`config.mk`:
```
export PLATFORM = sky130hd
export DESIGN_NAME = wb_halfword_bridge
export DESIGN_NICKNAME = d
export VERILOG_FILES = /design/src/verilog/mem_pkg.sv /design/src/verilog/wb_halfword_bridge.sv
export SDC_FILE = /design/constraint.sdc
export NUM_CORES = 1
export LEC_CHECK = 0
export BUFFER_PORTS_ARGS = -buffer_cell sky130_fd_sc_hd__buf_2
export CORE_MARGIN = 5
export CORE_UTILIZATION = 46
export DETAILED_ROUTE_END_ITERATION = 8
export PLACE_DENSITY = 0.86
export SYNTH_ARGS = -nofsm -noshare
export SYNTH_HDL_FRONTEND = slang
export SYNTH_SLANG_ARGS = --single-unit
```
`constraint.sdc`:
```
create_clock -name aclk -period 4.2 [get_ports aclk]
set_input_delay 0.42 -clock aclk [delete_from_list [all_inputs] [get_ports aclk]]
set_output_delay 0.42 -clock aclk [all_outputs]
set_load 0.01 [all_outputs]
```
`src/verilog/mem_pkg.sv`:
```
package mem_pkg;

    // Bus and memory geometry
    localparam int ADDR_W     = 12;
    localparam int DATA_W     = 32;
    localparam int HALF_W     = 16;
    localparam int HALF_DEPTH = 2048;

    // Memory timing, in aclk cycles
    localparam int READ_LATENCY   = 3;
    localparam int WRITE_RECOVERY = 2;
    localparam int REFRESH_PERIOD = 64;
    localparam int REFRESH_CYCLES = 4;

    typedef logic [ADDR_W-1:0]   wb_addr_t;
    typedef logic [DATA_W-1:0]   wb_data_t;
    typedef logic [DATA_W/8-1:0] wb_sel_t;
    // Bit 0 selects the low or high half of a bus word
    typedef logic [ADDR_W-2:0]   half_addr_t;
    typedef logic [HALF_W-1:0]   half_data_t;
    typedef logic [HALF_W/8-1:0] byte_en_t;

    typedef struct packed {
        logic     cyc;
        logic     stb;
        logic     we;
        wb_addr_t adr;
        wb_data_t dat;
        wb_sel_t  sel;
    } wb_req_t;

    typedef struct packed {
        logic     ack;
        wb_data_t dat;
    } wb_rsp_t;

    typedef struct packed {
        logic       wr_en;
        logic       rd_en;
        half_addr_t addr;
        half_data_t wdata;
        byte_en_t   byte_en;
    } mem_cmd_t;

    typedef struct packed {
        logic       busy;
        logic       rd_ready;
        half_data_t rdata;
    } mem_rsp_t;

endpackage

```
`src/verilog/wb_halfword_bridge.sv`:
```
`timescale 1ns/1ps

module wb_halfword_bridge (
    input  logic              aclk,
    input  logic              aresetn,
    input  mem_pkg::wb_req_t  wb_req,
    output mem_pkg::wb_rsp_t  wb_rsp,
    output mem_pkg::mem_cmd_t mem_cmd,
    input  mem_pkg::mem_rsp_t mem_rsp
);

    typedef enum logic [2:0] {
        IDLE,
        LOW_ISSUE,
        LOW_WAIT,
        HIGH_ISSUE,
        HIGH_WAIT,
        ACK
    } state_t;

    state_t state;
    state_t state_next;

    // Access captured when the request is first seen
    logic                we_q;
    mem_pkg::half_addr_t addr_q;
    mem_pkg::wb_data_t   wdata_q;
    mem_pkg::wb_sel_t    sel_q;

    mem_pkg::half_data_t rdata_lo;
    mem_pkg::half_data_t rdata_hi;

    logic req_seen;
    logic high_half;
    logic issue;
    logic half_done;

    assign req_seen  = wb_req.cyc && wb_req.stb;
    assign high_half = (state == HIGH_ISSUE) || (state == HIGH_WAIT);
    assign issue     = ((state == LOW_ISSUE) || (state == HIGH_ISSUE)) && !mem_rsp.busy;

    // A write half ends when busy drops, a read half on rd_ready
    assign half_done = we_q ? !mem_rsp.busy : mem_rsp.rd_ready;

    always_comb begin
        state_next = state;
        case (state)
            IDLE: begin
                if (req_seen) begin
                    state_next = LOW_ISSUE;
                end
            end
            LOW_ISSUE: begin
                if (issue) begin
                    state_next = LOW_WAIT;
                end
            end
            LOW_WAIT: begin
                if (half_done) begin
                    state_next = HIGH_ISSUE;
                end
            end
            HIGH_ISSUE: begin
                if (issue) begin
                    state_next = HIGH_WAIT;
                end
            end
            HIGH_WAIT: begin
                if (half_done) begin
                    state_next = ACK;
                end
            end
            ACK: begin
                state_next = IDLE;
            end
            default: begin
                state_next = IDLE;
            end
        endcase
    end

    always_ff @(posedge aclk) begin
        if (!aresetn) begin
            state <= IDLE;
        end else begin
            state <= state_next;
        end
    end

    always_ff @(posedge aclk) begin
        if (state == IDLE && req_seen) begin
            we_q    <= wb_req.we;
            addr_q  <= {wb_req.adr[mem_pkg::ADDR_W-1:2], 1'b0};
            wdata_q <= wb_req.dat;
            sel_q   <= wb_req.sel;
        end
        if (state == LOW_WAIT && mem_rsp.rd_ready) begin
            rdata_lo <= mem_rsp.rdata;
        end
        if (state == HIGH_WAIT && mem_rsp.rd_ready) begin
            rdata_hi <= mem_rsp.rdata;
        end
    end

    // Command fields for the half in progress
    always_comb begin
        mem_cmd.wr_en = issue && we_q;
        mem_cmd.rd_en = issue && !we_q;
        if (high_half) begin
            mem_cmd.addr    = addr_q | mem_pkg::half_addr_t'(1);
            mem_cmd.wdata   = wdata_q[mem_pkg::DATA_W-1:mem_pkg::HALF_W];
            mem_cmd.byte_en = sel_q[3:2];
        end else begin
            mem_cmd.addr    = addr_q;
            mem_cmd.wdata   = wdata_q[mem_pkg::HALF_W-1:0];
            mem_cmd.byte_en = sel_q[1:0];
        end
    end

    assign wb_rsp.ack = (state == ACK);
    assign wb_rsp.dat = {rdata_hi, rdata_lo};

    // The wait states rely on busy rising right after each command
    a_busy_after_cmd: assert property (
        @(posedge aclk) disable iff (!aresetn)
        (mem_cmd.wr_en || mem_cmd.rd_en) |=> mem_rsp.busy
    );

    a_ack_in_cycle: assert property (
        @(posedge aclk) disable iff (!aresetn)
        wb_rsp.ack |-> (wb_req.cyc && wb_req.stb)
    );

endmodule

```
---- Word level (Yosys, flattened, before mapping) ----
Index checks and enable logic that the tools add are counted.
word-level totals
  word-level logic and storage cells ...... 38
  flip-flop bits (word level) ............. 82
  input port bits ......................... 71
  output and inout bits ................... 64
operators by class
  equality and inequality tests ........... 10
  reduce and logical (&&, ||, !) cells .... 13
  muxes and demuxes ....................... 8
operators with widths
  kind                                                                    number
  19-bit 2-to-1 mux                                                       1
  3-bit 2-to-1 mux                                                        5
  3-bit case mux with 5 select lines                                      1
  2-bit inequality test (second input constant)                           5
  1-bit logical AND                                                       7
  3-bit by 2-bit equality test with 1-bit output (second input constant)  2
  3-bit equality test (second input constant)                             2
  5-bit AND reduction                                                     1
  3-bit by 1-bit equality test with 1-bit output (second input constant)  1
  3-bit logical NOT                                                       1
  1-bit logical NOT                                                       2
  1-bit logical OR                                                        2
  1-bit 2-to-1 mux                                                        1

---- Logic depth before layout (Yosys ltp) ----
Gate-level depths: netlist of the first run.
  word-level depth ........................ 5
  gate-level depth with buffers ........... 6
  gate-level depth less buffers ........... 3

---- Worst setup path after synthesis of the first run ----
No wires, ideal clock.
  path type ............................... flip-flop to flip-flop
  from .................................... register state[2]
  to ...................................... register addr_q[10], enable pin
  library setup time ...................... 0.452 ns
  setup slack ............................. 0.935 ns
  path buffers ............................ 1
  stages on the path, launching flop included .. 4
  period minus slack after synthesis ...... 3.265 ns
  data arrival time ....................... 2.813 ns
  data required time ...................... 3.748 ns
  cell sequence ........................... dfxtp_1 buf_2 or3_1 nor2_1
between the ends
  word-level cells in the longest chain between the ends .. 2
ends and longest elaborated chain
  what                      line                      RTL
  start: declaration        wb_halfword_bridge.sv:21  state_t state;
  start signal: assignment  wb_halfword_bridge.sv:86  state <= state_next;
  3-bit logical NOT         wb_halfword_bridge.sv:91  if (state == IDLE && req_seen) begin
  1-bit logical AND         wb_halfword_bridge.sv:91
  end signal: assignment    wb_halfword_bridge.sv:93  addr_q <= {wb_req.adr[mem_pkg::ADDR_W-1:2], 1'b0};
  end: declaration          wb_halfword_bridge.sv:26  mem_pkg::half_addr_t addr_q;
Every way passes these cells.
A chain may end at the register's enable or synchronous reset.

==> results.md, run 1 <==
- Setup Viol. Count Final: 0
- Net Sw Power: 0.327 mW
- Crit path required time: 3780 ps
- Final Hold Viols: 0
- Flop pwr share: 59.8%
- Post-synthesis compound-gate area fraction: 1.31%
- Worst EP arrival: 2430 ps
- Global route total overflow: 0
- Register bit total from synthesis: 82
- Clock Path Buffers: 2
- Switch share: 20.5%
- Die footprint: 0.00792 sq mm
- # rows: 28
- Setup TNS: 0 ps
- Internal cell power: 1.27 mW
- Avg WL per Cell: 17.1 microns
- Final design utilization: 63.0%
- Dpl ws: 1700 ps
- Worst skew pair latency: 330 ps
- RSZ-0062 raised after global routing: false
- TritonRoute pass-1 iters: 4
- Final Power: 1.60 mW
- Setup bufs post-CTS: 0
- Effective utilization at floorplan: 47.9%
- H-tree levels: 3
- Post-synth EDFFs: 79
- Total CTS buffers: 9
- Commonest cells in the netlist: 79 x edfxtp_1, 9 x mux2_2, 9 x mux2_4, 6 x nor2b_1, 3 x dfxtp_1
- Tcrit/Tclk final: 67.7%
- CTS tree: built
- Number of global-route vias before repair: 1800
- Synth top area cells: edfxtp_1 83%, mux2_4 4.7%, mux2_2 3.5%
- Post-route ant nets: 0
- Die X: 89.0 microns
- Fin crit period: 2850 ps
- HP Class: in2reg
- Slew @ Worst Pin: 1270 ps
- I/O pin total: 135
- Hold-fix buffers at CTS: 0
- Antenna violations before repair: 0
- Hold Slack: 255 ps
- Maxcap violations: 0
- VDD IR max: 0.287 mV
- Count of cell types in the netlist: 22
- Synth Area per Inst: 22.1 sq um
- Detail Placement HPWL: 4.42 mm
- Mapped Nets: 201
- Most numerous cell in the Yosys netlist: edfxtp_1
- Worst setup EP type: output pin
- Post_cts resized: 0
- CP Launch Type: flop
- DRC violations left: 0
- Share of layout cells above drive strength 1: 60.7%
- Worst setup margin: 1350 ps
- Register clock-pin slew on the reported worst setup and hold paths: 80 ps
- Max Slew Vio Count: 0
- Clk pwr share: 32.1%
- Final WL: 5.89 mm
- Synth area leader: edfxtp_1
- ANT cells: 0
- Syn Inst Count: 130
- Post-Syn Area: 0.00287 sq mm
- Final setup skew: 5.43 ps
- Outcome: completed
- Post-synthesis simple-gate area fraction: 3.88%
- Most used DFF post-synth: edfxtp_1
- Root Driver: clkbuf_8
- Pwr per Cell Area: 423 mW/mm^2
- IO Port Bufs: 132
- Yosys warning count: 0
- Adder-cell share of the synthesized area: 0%
- NumNets Final: 339
- Leak: 1.52 nW
- Core region area: 0.00599 sq mm
- Mux cell area share after synthesis: 8.24%
- Sequential area share after synthesis: 84.8%
- Headroom to the max-slew limit: 15.3%
- Crit Path Category: reg2out
- FILL cells: 441
- Synthesis-to-finish area growth: 31.6%
- Top cell type's share of synthesized area: 82.7%
- Synth Area in XOR/XNOR: 0.305%
- Fmax: 0.351 GHz
- Largest net degree at the start of global routing: 48
- Comb pwr share: 8.1%
- Tot GR Track Use: 15.5%
- Global-route wire length before repair: 8.81 mm
- CTS sink cnt: 82
- Routed via count: 1651
- RD Place Congestion: 0.825
- Vias/cell: 4.79
- Chip Height: 89.0 microns
- CP max FO: 19
- Asr flop ratio synth: 0%
- DR iter-0 viols: 48
- Largest family of logic cells by synthesized area: multiplexers
## cell families after synthesis
logic type	count (synthesis)
AO/OA/AOI/OAI	6
XOR/XNOR	1
buffers and inverters	5
flip-flops	82
multiplexers	18
AND/OR/NAND/NOR	18
## final timing paths
check | start | to | slack (ps) | cells after the start
worst min-delay path | wb_req[11] | wdata_q[7] | 250 | 1
worst max-delay path | state[0] | mem_cmd[5] | 1350 | 4
worst max register to register | state[2] | wdata_q[13] | 1930 | 2
worst min register to register | state[1] | state[1] | 650 | 2
## final cells by class
class / instances / area [sq um] / area share, %
Multi-Input combinational cell: 43 / 417 / 11.0
Tap cell: 75 / 93.8 / 2.49
Clock buffer: 10 / 128 / 3.38
Sequential cell: 82 / 2430 / 64.4
Timing Repair Buffer: 132 / 661 / 17.5
Clock inverter: 3 / 43.8 / 1.16
## registers in the layout, indices dropped and copies added, names as in the netlist
signal,flops
wdata_q,32
rdata_hi,16
rdata_lo,16
addr_q,10
sel_q,4
state,3
we_q,1
## layer usage
layer	up-vias	global-route usage, %	part of all wire (%)
met1	764	16.2	34
met4	0	8.25	2.2
li1	779	-	-
met5	-	0	0
met2	96	25.1	48
met3	12	8.29	15
## power groups by stage
stage	combinational, mW	clock (mW)	sequential, mW
after floorplan	0.0608	0	0.974
after global placement	0.126	0	0.970
after detailed placement	0.131	0	0.973
after CTS	0.131	0.530	0.955
after global routing	0.142	0.571	0.958
final	0.129	0.513	0.954
## worst max-delay path: stages (launching register included)
cell	delay, ps
dfxtp_1	480
nor2b_1	210
a22o_1	830
mux2_2	420
buf_2	140
## metrics by stage
step	std cells	area (sq um)
after floorplan	130	2870
after global placement	332	3600
after detailed placement	332	3600
after CTS	345	3770
after global routing	345	3770
final	345	3770
## layout by cell type (no fill, tap or decap), drive strengths merged, types with 2 or more instances in the layout
cell,n
clkbuf,10
and2,2
o21ai,2
nor2b,6
edfxtp,79
buf,132
nor2,2
nand2,2
mux2,18
dfxtp,3
nor3b,2
clkinv,2
(Power assumes the default switching activity.)
==> run 2, diff against run 1 <==
Settings changed: CORE_UTILIZATION 46 to 41, PLACE_DENSITY 0.86 to 0.82.
Clock period 4.2 ns to 2.6 ns, I/O delays scaled along.
==> results.md, run 2 (same netlist as run 1, synthesis figures left out) <==
- Headroom to the max-slew limit: 49.9%
- Routed via count: 1648
- Slew @ Worst Pin: 751 ps
- Post-route ant nets: 0
- Met3 Track Usage GR: 5.93%
- Commonest non-fill, non-tap cells in the layout: 132 x buf_2, 79 x edfxtp_1, 9 x mux2_4, 9 x mux2_2, 9 x clkbuf_8
- Global route total overflow: 0
- Max reg flops: 32
- Final instance area: 0.00387 sq mm
- Maxcap violations: 0
- Largest net degree at the start of global routing: 48
- Clock Path Buffers: 2
- Setup bufs post-CTS: 0
- Crit path required time: 2340 ps
- Levels on crit path: 5
- Core region area: 0.00679 sq mm
- Final design utilization: 56.9%
- Total CTS buffers: 9
- Internal cell power: 2.16 mW
- Root Driver: clkbuf_8
- Antenna violations before repair: 0
- FF-to-FF Start: state[2]
- Tot GR Track Use: 12.6%
- Flop pwr share: 56.5%
- Worst setup EP type: output pin
- Die footprint: 0.00877 sq mm
- CP max FO: 19
- Clk pwr share: 35.8%
- Avg WL per Cell: 14.6 microns
- Final Power: 2.72 mW
- DRC violations left: 0
- Net Sw Power: 0.562 mW
- Final std cells w/o fill: 372
- M2 GR Usage: 21.6%
- Hold-fix buffers at CTS: 0
- Cell count of the worst reg-to-reg path: 3
- IO Port Bufs: 132
- R2R setup slack: 740 ps
- RR Endpoint: wdata_q[13]
- Dpl ws: 684 ps
- Fmax: 0.441 GHz
- CTS tree: built
- Register clock-pin slew on the reported worst setup and hold paths: 80 ps
- Fin crit period: 2270 ps
- Crit path from: state[0]
- Max Slew Vio Count: 0
- Effective utilization at floorplan: 42.2%
- CP endpoint: mem_cmd[8]
- Synthesis-to-finish area growth: 34.8%
- CTS sink cnt: 82
- Hold Slack: 88.8 ps
- RD Place Congestion: 0.822
- Worst setup margin: 330 ps
- CP Launch Type: flop
- VDD IR max: 0.464 mV
- Chip Height: 93.7 microns
- DR iter-0 viols: 69
- Delay-heaviest family, CP: flip-flops
- I/O pin total: 135
- TritonRoute pass-1 iters: 4
- Final setup skew: 5.51 ps
- Worst Path Buf+Inv: 2
- Outcome: completed
- H-tree levels: 3
- Setup TNS: 0 ps
- Post-Place Cells: 356
- Final WL: 5.44 mm
- Vias/cell: 4.43
- HP Class: in2reg
- Tcrit/Tclk final: 87.3%
- Placed cell area: 0.00365 sq mm
- Biggest regs: wdata_q (32), rdata_hi (16), rdata_lo (16)
- RSZ-0062 raised after global routing: false
- Switch share: 20.6%
- Pwr per Cell Area: 704 mW/mm^2
- Crit Path Category: reg2out
- Met1 usage: 13.4%
- Worst EP arrival: 2010 ps
- Final Hold Viols: 0
- Setup Viol. Count Final: 0
- ANT cells: 0
- Post_cts resized: 0
- NumNets Final: 342
- Worst skew pair latency: 340 ps
- Comb pwr share: 7.7%
- Crit-path cells: nor2b_1 > a22o_1 > buf_4 > mux2_2 > buf_2
- Register name with the most flops: wdata_q
- Leak: 1.56 nW
- Crit-path max cell delay: 500 ps
- Commonest non-fill, non-tap cell in the layout: buf_2
- Number of global-route vias before repair: 1715
- Die X: 93.7 microns
- Global-route wire length before repair: 8.32 mm
- Slowest-stage cell, CP: dfxtp_1
- Busiest grt layer: met2
- Share of layout cells above drive strength 1: 62.0%
- # rows: 30
- FILL cells: 531
-- run 2: how the worst min path moves through the flow --
stage,cells after the start,end,startpoint,slack (ps)
after floorplan,0,addr_q[10],wb_req[47],360
after global placement,1,wdata_q[3],wb_req[7],440
after detailed placement,1,wdata_q[5],wb_req[9],440
after CTS,1,addr_q[9],wb_req[46],70
after global routing,1,addr_q[2],wb_req[39],60
final,1,wdata_q[20],wb_req[24],90
-- run 2: layout make-up --
type / instances / area [sq um] / area share (%)
sequential: 82 / 2430 / 62.9
timing repair buffer: 135 / 683 / 17.7
multi-input combinational: 43 / 417 / 10.8
clock buffer: 9 / 124 / 3.20
tap: 96 / 120 / 3.10
clock inverter: 7 / 92.6 / 2.39
-- run 2: worst reg2reg max path, delay by kind of cell (launching register included) --
family                 cells  cell delay [ps]
buffers and inverters      1              470
flip-flops                 1              420
AND/OR/NAND/NOR            2              570
-- run 2: layer usage --
layer  wire length (microns)  vias up
met1                    1930      771
met3                     555        9
met5                       0        -
met2                    2860       81
met4                      91        0
li1                        -      787
-- run 2: power groups by stage --
| stage | combinational [mW] | sequential [mW] | clock (mW) |
|---|---|---|---|
| floorplan | 0.0992 | 1.57 | 0 |
| global placement | 0.207 | 1.57 | 0 |
| detailed placement | 0.213 | 1.57 | 0 |
| CTS | 0.213 | 1.54 | 1.01 |
| global route | 0.230 | 1.55 | 1.08 |
| finish | 0.210 | 1.54 | 0.976 |
