<file path="src/verilog/mem_pkg.sv">
package mem_pkg;

    // Bus and memory geometry
    localparam int ADDR_W     = 12;
    localparam int DATA_W     = 32;
    localparam int HALF_W     = 16;
    localparam int HALF_DEPTH = 2048;

    // Memory timing, in aclk cycles
    localparam int READ_LATENCY   = 3;
    localparam int WRITE_RECOVERY = 2;
    localparam int REFRESH_PERIOD = 64;
    localparam int REFRESH_CYCLES = 4;

    typedef logic [ADDR_W-1:0]   wb_addr_t;
    typedef logic [DATA_W-1:0]   wb_data_t;
    typedef logic [DATA_W/8-1:0] wb_sel_t;
    // Bit 0 selects the low or high half of a bus word
    typedef logic [ADDR_W-2:0]   half_addr_t;
    typedef logic [HALF_W-1:0]   half_data_t;
    typedef logic [HALF_W/8-1:0] byte_en_t;

    typedef struct packed {
        logic     cyc;
        logic     stb;
        logic     we;
        wb_addr_t adr;
        wb_data_t dat;
        wb_sel_t  sel;
    } wb_req_t;

    typedef struct packed {
        logic     ack;
        wb_data_t dat;
    } wb_rsp_t;

    typedef struct packed {
        logic       wr_en;
        logic       rd_en;
        half_addr_t addr;
        half_data_t wdata;
        byte_en_t   byte_en;
    } mem_cmd_t;

    typedef struct packed {
        logic       busy;
        logic       rd_ready;
        half_data_t rdata;
    } mem_rsp_t;

endpackage

</file>
<file path="src/verilog/wb_rr_arbiter.sv">
`timescale 1ns/1ps

module wb_rr_arbiter (
    input  logic             aclk,
    input  logic             aresetn,
    input  mem_pkg::wb_req_t m0_req,
    input  mem_pkg::wb_req_t m1_req,
    output mem_pkg::wb_rsp_t m0_rsp,
    output mem_pkg::wb_rsp_t m1_rsp,
    output mem_pkg::wb_req_t s_req,
    input  mem_pkg::wb_rsp_t s_rsp
);

    // 0 selects master 0, 1 selects master 1
    logic grant;
    logic grant_next;
    logic last_served;
    logic gnt_cyc;
    logic other_cyc;

    assign gnt_cyc   = grant ? m1_req.cyc : m0_req.cyc;
    assign other_cyc = grant ? m0_req.cyc : m1_req.cyc;

    // Grant only moves once the owner has closed its cycle
    always_comb begin
        grant_next = grant;
        if (!gnt_cyc) begin
            if (other_cyc) begin
                grant_next = !grant;
            end else begin
                // Park on whoever was not served last, so a tie alternates
                grant_next = !last_served;
            end
        end
    end

    always_ff @(posedge aclk) begin
        if (!aresetn) begin
            grant       <= 1'b0;
            last_served <= 1'b1;
        end else begin
            grant <= grant_next;
            if (s_rsp.ack) begin
                last_served <= grant;
            end
        end
    end

    // Request path is a plain mux
    assign s_req = grant ? m1_req : m0_req;

    always_comb begin
        m0_rsp.ack = s_rsp.ack && !grant;
        m0_rsp.dat = grant ? '0 : s_rsp.dat;
        m1_rsp.ack = s_rsp.ack && grant;
        m1_rsp.dat = grant ? s_rsp.dat : '0;
    end

    a_m0_ack_granted: assert property (
        @(posedge aclk) disable iff (!aresetn)
        m0_rsp.ack |-> (!grant && m0_req.cyc)
    );

    a_m1_ack_granted: assert property (
        @(posedge aclk) disable iff (!aresetn)
        m1_rsp.ack |-> (grant && m1_req.cyc)
    );

endmodule
</file>
<file path="config.mk">
export PLATFORM = sky130hd
export DESIGN_NAME = wb_rr_arbiter
export DESIGN_NICKNAME = d
export VERILOG_FILES = /design/src/verilog/mem_pkg.sv /design/src/verilog/wb_rr_arbiter.sv
export SDC_FILE = /design/constraint.sdc
export NUM_CORES = 1
export LEC_CHECK = 0
export ABC_AREA = 1
export BUFFER_PORTS_ARGS = -buffer_cell sky130_fd_sc_hd__buf_2
export CAP_MARGIN = 0
export CORE_AREA = 5 5 95 97
export DETAILED_ROUTE_END_ITERATION = 12
export DIE_AREA = 0 0 100 102
export GPL_ROUTABILITY_DRIVEN = 0
export HOLD_SLACK_MARGIN = 0.12
export MAX_ROUTING_LAYER = met4
export SYNTH_ARGS = -nofsm -noshare
export SYNTH_HDL_FRONTEND = slang
export SYNTH_SLANG_ARGS = --single-unit
</file>
<file path="constraint.sdc">
create_clock -name aclk -period 1.9 [get_ports aclk]
set_clock_uncertainty 0.15 [all_clocks]
set_input_delay 0.285 -clock aclk [delete_from_list [all_inputs] [get_ports aclk]]
set_output_delay 0.285 -clock aclk [all_outputs]
set_load 0.1 [all_outputs]
</file>
Yosys cells after proc, flatten, opt, wreduce, memory -nomap -nowiden
Cells that the tools add are included.
W data, S select, Z words.
{"block": "totals", "register_bits": 2, "latch_bits": 0, "ram_bits": 0, "rom_bits": 0, "inputBits": 137, "output_inout_bits": 117, "wordCells": 12, "memories": 0}
{"block": "op_classes", "addsub": 0, "multipliers": 0, "n_div": 0, "order_cmp": 0, "eq_ne": 0, "shifts": 0, "n_mux": 6, "bitwise_logic": 0, "reduce_logical": 4}
{"operator": "$mux W32", "count": 2}
{"operator": "$mux W51", "count": 1}
{"operator": "$mux W1", "count": 3}
{"operator": "$logic_and A1 B1 Y1", "count": 2}
{"operator": "$logic_not A1 Y1", "count": 2}

Longest topological paths before layout
Gate-level depths: netlist of run 1.
{"block": "logic_depth", "ltp_word": 2, "depth_mapped": 5, "ltp_nobuf": 4}

Least setup slack after synthesis of run 1
OpenSTA, ideal clock, no wires.
{"block": "synth_timing", "path_type": "flip-flop to output port", "startpoint": "reg grant", "endpoint": "out m0_rsp[10] in the netlist's numbering", "arrival_ns": 1.932, "t_required_ns": 1.465, "slack_ns": -0.467, "stages_incl_launch_ff": 5, "path_buffers": 3, "path_cell_list": "dfxtp_1 > buf_6 > buf_6 > buf_6 > nor2_1"}
{"element": "start, declared", "line_no": "wb_rr_arbiter.sv:15", "source": "logic grant;"}
{"element": "start signal, assigned", "line_no": "wb_rr_arbiter.sv:42", "source": "grant <= grant_next;"}
{"element": "end, declared", "line_no": "wb_rr_arbiter.sv:8", "source": "output mem_pkg::wb_rsp_t m0_rsp,"}

==> run summary, run 1 <==
- **number of diodes added for antenna fixing** 0
- **final worst path period share** 93.3%
- **clock buffer count from CTS** 3
- **synth unique cells** 9
- **Starting Density** 16.1%
- **number of nets still failing antenna checks after routing** 0
- **unrepaired setup endpoints after global routing** no
- **summed instance area of the synthesized netlist** 0.00130 sq mm
- **global route total overflow** 0
- **class of the most critical setup path** flop to primary output
- **worst min path class** input pin to flop
- **Total Neg Setup Slack** 0 ns
- **final-stage net count** 702
- **buffer levels on the longest clock path** 2
- **drt via density** 3.94
- **type of destination of the critical path** primary output
- **met3 capacity usage during global routing** 3.41%
- **Cell Chain, Critical Path** buf_12 > nand2_1 > nand2_1 > buf_12
- **combined global-route utilization of all metal layers** 15.8%
- **final slew viol count** 0
- **clock tree from TritonCTS** done
- **synthesis warning total** 0
- **standby leakage power** 0.00275 uW
- **# resized after CTS** 0
- **width of the die** 100 um
- **arrival time at the worst endpoint** 1.34 ns
- **post-synthesis instance total** 313
- **met1 track utilization from global routing** 16.7%
- **synthesized net count** 450
- **total power per unit cell area** 611 mW/mm^2
- **instance area at placement** 0.00451 sq mm
- **layout cell share with drive strength beyond 1** 53.4%
- **Hold Fails Final Rpt** 0
- **highest clock frequency the design can meet** 564 MHz
- **buffer cell driving the clock tree root** sky130_fd_sc_hd__clkbuf_8
- **pin count of the biggest net entering global routing** 52
- **area growth from synthesis to final layout** 252%
- **critical-path maximum fanout** 45
- **worst-case headroom to the max-slew limit** 67.2%
- **worst-margin pin slew** 0.496 ns
- **wire length of the first global-routing pass** 12700 um
- **Max Cap Violations** 0
- **met2 track demand over resource** 30.4%
- **Final Instance Area** 0.00457 sq mm
- **clock latency of the later-clocked register in the worst-skew pair** 0.21 ns
- **vias in the first global route** 2613
- **IO buf count** 253
- **remaining routing DRC violations** 0
- **mean area per synthesized cell** 4.15 sq um
- **H-Tree Depth** 1
- **final-layout worst hold slack** 0.142 ns
- **number of register bits inferred by synthesis** 2
- **number of antenna violations at the first check in global routing** 0
- **Data required, critical path** 1.46 ns
- **Peak VDD IR** 0.463 mV
- **cell with the largest stage delay on the worst path** sky130_fd_sc_hd__dfxtp_4
- **result of the run** finished clean
- **DIE HEIGHT** 102 um
- **post-CTS clock slew at the launch and capture registers of the worst setup and hold paths** 0.03 ns
- **register area share after synthesis** 3.09%
- **routed via count** 2635
- **global route hottest layer** met2
- **final setup violation count** 0
- **DRC violation total after the first TritonRoute iteration** 46
- **total wirelength of the detailed-routed design** 8450 um
- **placeable core area** 0.00805 sq mm
- **number of non-filler instances in the completed layout** 669
- **Hold Path Depth** 2
- **count of placed standard cells including taps** 662
- **I/O Pins** 254
- **First-pass DRT Iterations** 4
- **Final Critical Period** 1.77 ns
- **clock net sink count** 2
- **Die Footprint** 0.0102 sq mm
- **count of fill cells added during filler insertion** 736
- **num rows** 33
- **Routed WL per cell** 12.6 um
- **largest stage delay on the critical path** 0.44 ns
- **startpoint kind of the worst setup timing path** flop
- **Worst Reg2Reg Path Length in Cells** 5
- **Power, Total** 2790 uW
- **placed wire-length estimate** 7720 um
[Yosys cell counts]
cell / n / area share, %
sky130_fd_sc_hd__nand2_1: 188 / 54
sky130_fd_sc_hd__inv_1: 66 / 19
sky130_fd_sc_hd__nor2_1: 36 / 10
sky130_fd_sc_hd__buf_6: 10 / 8.7
sky130_fd_sc_hd__buf_2: 8 / 3.1
sky130_fd_sc_hd__dfxtp_1: 2 / 3.1
sky130_fd_sc_hd__buf_4: 1 / 0.58
sky130_fd_sc_hd__inv_2: 1 / 0.29
sky130_fd_sc_hd__nand3_1: 1 / 0.39
[power breakdown]
| group | leakage, uW | internal (uW) | switching [uW] |
|---|---|---|---|
| registers | 0.0000173 | 45.1 | 7.01 |
| logic | 0.00271 | 842 | 1720 |
| clock network | 0.0000228 | 142 | 34.6 |
[cells in the final DEF, fill, tap and decap left out]
master and n:
sky130_fd_sc_hd__nand2_1 188, sky130_fd_sc_hd__nand3_1 1, sky130_fd_sc_hd__nor2_2 1, sky130_fd_sc_hd__buf_2 145
sky130_fd_sc_hd__nor2_4 29, sky130_fd_sc_hd__clkbuf_1 1, sky130_fd_sc_hd__nor2_1 6, sky130_fd_sc_hd__dfxtp_4 1
sky130_fd_sc_hd__buf_12 112, sky130_fd_sc_hd__clkbuf_8 3, sky130_fd_sc_hd__inv_2 1, sky130_fd_sc_hd__buf_4 9
sky130_fd_sc_hd__dfxtp_1 1, sky130_fd_sc_hd__inv_1 66
[critical path: cells and delay by family, from the launching register on]
family / cells / cell delay (ns)
flip-flops: 1 / 0.44
buffers and inverters: 2 / 0.43
AND/OR/NAND/NOR: 2 / 0.23
[sequential cells by signal, indices dropped and copies added (netlist names)]
name and cells:
grant 1, last_served 1
[routing by layer]
metal	vias up	wire length (um)
met1	1130	2920
met2	132	4670
li1	1363	-
met3	10	722
met4	0	133
met5	-	0
[path summary, 6_finish.rpt]
| kind | start | endpoint | slack [ns] |
|---|---|---|---|
| setup / recovery | grant$_SDFFE_PN0N_ | s_req[36] | 0.13 |
| hold / removal | aresetn | last_served$_SDFFE_PN1P_ | 0.14 |
| setup reg to reg | grant$_SDFFE_PN0N_ | grant$_SDFFE_PN0N_ | 0.71 |
| hold reg to reg | last_served$_SDFFE_PN1P_ | last_served$_SDFFE_PN1P_ | 0.31 |
[timing repair]
item | 4_1_cts | 5_1_grt
hold buffers | 0 | 0
hold endpoints to repair | 0 | 0
setup buffers | 0 | 3
endpoints found under the setup margin | 0 | 2
[area by class of cell]
type                       count  area [sq um]  share of cell area, %
inverter                      67           251                   5.50
clock buffer                   4          45.0                  0.985
timing repair buffer         266          3040                   66.4
tap                          105           131                   2.87
multi-input combinational    225          1070                   23.3
sequential                     2          43.8                  0.958
[per-stage QoR]
stage,utilization (%),setup WS [ns]
global route,56.8,0.0516
finish,56.8,0.128
detailed placement,56.0,0.288
CTS,56.5,0.0554
floorplan,-,-0.379
global placement,56.0,0.330
[logic make-up after synthesis]
| logic type | Yosys count | synth area share [%] |
|---|---|---|
| AND/OR/NAND/NOR | 225 | 65.2 |
| buffers and inverters | 86 | 31.7 |
| flip-flops | 2 | 3.09 |
Power figures use the tool's default switching activity.
==> inputs of run 2 (changes only) <==
--- a/config.mk
+++ b/config.mk
@@ -8,9 +8,9 @@
 export ABC_AREA = 1
 export BUFFER_PORTS_ARGS = -buffer_cell sky130_fd_sc_hd__buf_2
 export CAP_MARGIN = 0
-export CORE_AREA = 5 5 95 97
+export CORE_AREA = 5 5 96 98
 export DETAILED_ROUTE_END_ITERATION = 12
-export DIE_AREA = 0 0 100 102
+export DIE_AREA = 0 0 101 103
 export GPL_ROUTABILITY_DRIVEN = 0
 export HOLD_SLACK_MARGIN = 0.12
 export MAX_ROUTING_LAYER = met4
==> constraint.sdc (replaced) <==
create_clock -name aclk -period 1.75 [get_ports aclk]
set_clock_uncertainty 0.15 [all_clocks]
set_input_delay 0.2625 -clock aclk [delete_from_list [all_inputs] [get_ports aclk]]
set_output_delay 0.2625 -clock aclk [all_outputs]
set_load 0.1 [all_outputs]
==> run 2 against run 1 <==
  * Core utilization is 0.78 points lower
  * Via count is 2.3% lower
  * Cell count is 0.30% lower
  * Die area is 2.0% higher
  * Worst setup slack worse by 0.060 ns
  * Critical path type unchanged
  * Largest cell class unchanged
==> run summary, run 2 (synthesis results as in run 1) <==
- **worst min path class** input pin to flop
- **Peak VDD IR** 0.299 mV
- **critical path buffer and inverter count** 3
- **IO buf count** 253
- **Final Critical Period** 1.68 ns
- **buffer levels on the longest clock path** 2
- **clock latency of the later-clocked register in the worst-skew pair** 0.21 ns
- **share of total power in combinational logic** 92.0%
- **worst path setup slack after routing** 0.0682 ns
- **pin count of the biggest net entering global routing** 46
- **arrival time at the worst endpoint** 1.27 ns
- **count of placed standard cells including taps** 660
- **Setup Fix Bufs, Post-CTS** 0
- **standby leakage power** 0.00274 uW
- **routed via count** 2575
- **cell repeated most along the worst path** sky130_fd_sc_hd__buf_12
- **layout cell share with drive strength beyond 1** 62.2%
- **Die Footprint** 0.0104 sq mm
- **clock buffer count from CTS** 3
- **final-stage net count** 696
- **clock tree from TritonCTS** done
- **final slew viol count** 0
- **final setup violation count** 0
- **Starting Density** 15.5%
- **final worst path period share** 96.1%
- **Worst Reg2Reg Path Length in Cells** 3
- **Routed WL per cell** 12.5 um
- **critical-path maximum fanout** 45
- **area growth from synthesis to final layout** 262%
- **combined global-route utilization of all metal layers** 14.3%
- **placement-stage worst setup slack** 0.272 ns
- **clock net sink count** 2
- **Data required, critical path** 1.34 ns
- **end of the worst register-to-register path** last_served$_SDFFE_PN1P_
- **buffer cell driving the clock tree root** sky130_fd_sc_hd__clkbuf_8
- **placed wire-length estimate** 7440 um
- **number of nets still failing antenna checks after routing** 0
- **end of the worst hold path** grant$_SDFFE_PN0N_
- **commonest cells after routing, fill and taps aside** sky130_fd_sc_hd__nand2_1, sky130_fd_sc_hd__buf_2, sky130_fd_sc_hd__buf_12, sky130_fd_sc_hd__inv_1, sky130_fd_sc_hd__nand2_2
- **H-Tree Depth** 1
- **worst-case headroom to the max-slew limit** 83.4%
- **total wirelength of the detailed-routed design** 8310 um
- **number of antenna violations at the first check in global routing** 1
- **worst-margin pin slew** 0.249 ns
- **Stages on worst setup path** 4
- **net load switching power** 1920 uW
- **global route total overflow** 0
- **DIE HEIGHT** 103 um
- **placeable core area** 0.00838 sq mm
- **most common cell after layout, fill and taps aside** sky130_fd_sc_hd__nand2_1
- **I/O Pins** 254
- **Max Cap Violations** 0
- **number of non-filler instances in the completed layout** 667
- **drt via density** 3.86
- **First-pass DRT Iterations** 4
- **cell with the largest stage delay on the worst path** sky130_fd_sc_hd__dfxtp_4
- **result of the run** finished clean
- **fraction of power consumed by the clock network** 6.3%
- **largest stage delay on the critical path** 0.40 ns
- **type of destination of the critical path** primary output
- **unrepaired setup endpoints after global routing** no
- **fraction of power consumed by sequential logic** 1.8%
- **post-CTS clock slew at the launch and capture registers of the worst setup and hold paths** 0.03 ns
- **num rows** 34
- **Hold Path Depth** 3
- **Hold Fails Final Rpt** 0
- **launch instance of the worst min-delay path** m1_req[50]
- **R2R Path Start** grant$_SDFFE_PN0N_
- **wire length of the first global-routing pass** 11600 um
- **width of the die** 101 um
- **total power per unit cell area** 656 mW/mm^2
- **DRC violation total after the first TritonRoute iteration** 50
- **startpoint kind of the worst setup timing path** flop
- **final-layout worst hold slack** 0.148 ns
- **remaining routing DRC violations** 0
- **net switching fraction of the power** 62.2%
- **vias in the first global route** 2374
- **class of the most critical setup path** flop to primary output
- **Cell Chain, Critical Path** buf_12 > nand2_1 > inv_1 > buf_12
- **Worst R2R Setup Slack** 0.76 ns
- **highest clock frequency the design can meet** 595 MHz
- **Pint** 1160 uW
- **largest registers** grant: 1 flops, last_served: 1 flops
- **category of cells accounting for the largest share of critical-path delay** buffers and inverters
[run 2: cell count changes in the layout (fill, tap and decap cells not counted), sizes merged]
cell         previous run  this run
buf                   266       258
diode                   0         1
dlygate4sd3             0         1
clkbuf                  4         5
[run 2: power groups by stage]
| stage | Combinational, uW | Sequential (uW) | Clock (uW) |
|---|---|---|---|
| 2_1_floorplan | 1740 | 51.0 | 0 |
| 3_3_place_gp | 2820 | 54.2 | 0 |
| 3_5_place_dp | 2840 | 54.3 | 0 |
| 4_1_cts | 2840 | 53.8 | 202 |
| 5_1_grt | 2920 | 54.4 | 207 |
| 6_report | 2830 | 54.1 | 193 |
[run 2: area by class of cell]
type	count	area, sq um
Antenna cell	1	2.50
Clock buffer	4	45.0
Fill cell	729	3690
Inverter	67	254
Multi-Input combinational cell	225	1070
Sequential cell	2	43.8
Tap cell	108	135
Timing Repair Buffer	260	3150
[run 2: worst min-delay path: stages]
cell                     delay (ns)
sky130_fd_sc_hd__buf_2         0.09
sky130_fd_sc_hd__nor2_1        0.04
sky130_fd_sc_hd__nor2_1        0.07
[run 2: per-stage QoR]
stage	util, %	TNS [ns]	instance area, sq um	total power [uW]
5_1_grt	56.0	0	4690	3180
3_5_place_dp	55.0	0	4610	2900
3_3_place_gp	55.0	0	4610	2870
4_1_cts	55.5	0	4650	3100
2_1_floorplan	-	-4.54	1520	1790
6_report	56.0	0	4690	3080
[run 2: how the worst max path moves through the flow]
stage,start,slack [ns],end
finish,grant$_SDFFE_PN0N_,0.07,m1_rsp[18]
global route,grant$_SDFFE_PN0N_,0.008,m1_rsp[19]
CTS,grant$_SDFFE_PN0N_,0.04,s_req[9]
detailed placement,grant$_SDFFE_PN0N_,0.27,s_req[9]
global placement,grant$_SDFFE_PN0N_,0.30,s_req[34]
floorplan,grant$_SDFFE_PN0N_,-0.15,m0_rsp[10]
[run 2: timing repair]
action,4_1_cts,5_1_grt
endpoints found under the setup margin,0,18
resized for setup,0,1
hold buffers,0,1
endpoints found under the hold margin,0,1
[run 2: layer usage]
metal	track usage [%]	share of wire (%)	up-vias
met5	-	0	-
met4	3.68	1.9	0
met3	2.44	8.8	10
met2	28.5	57	122
met1	14.3	32	1095
li1	-	-	1348
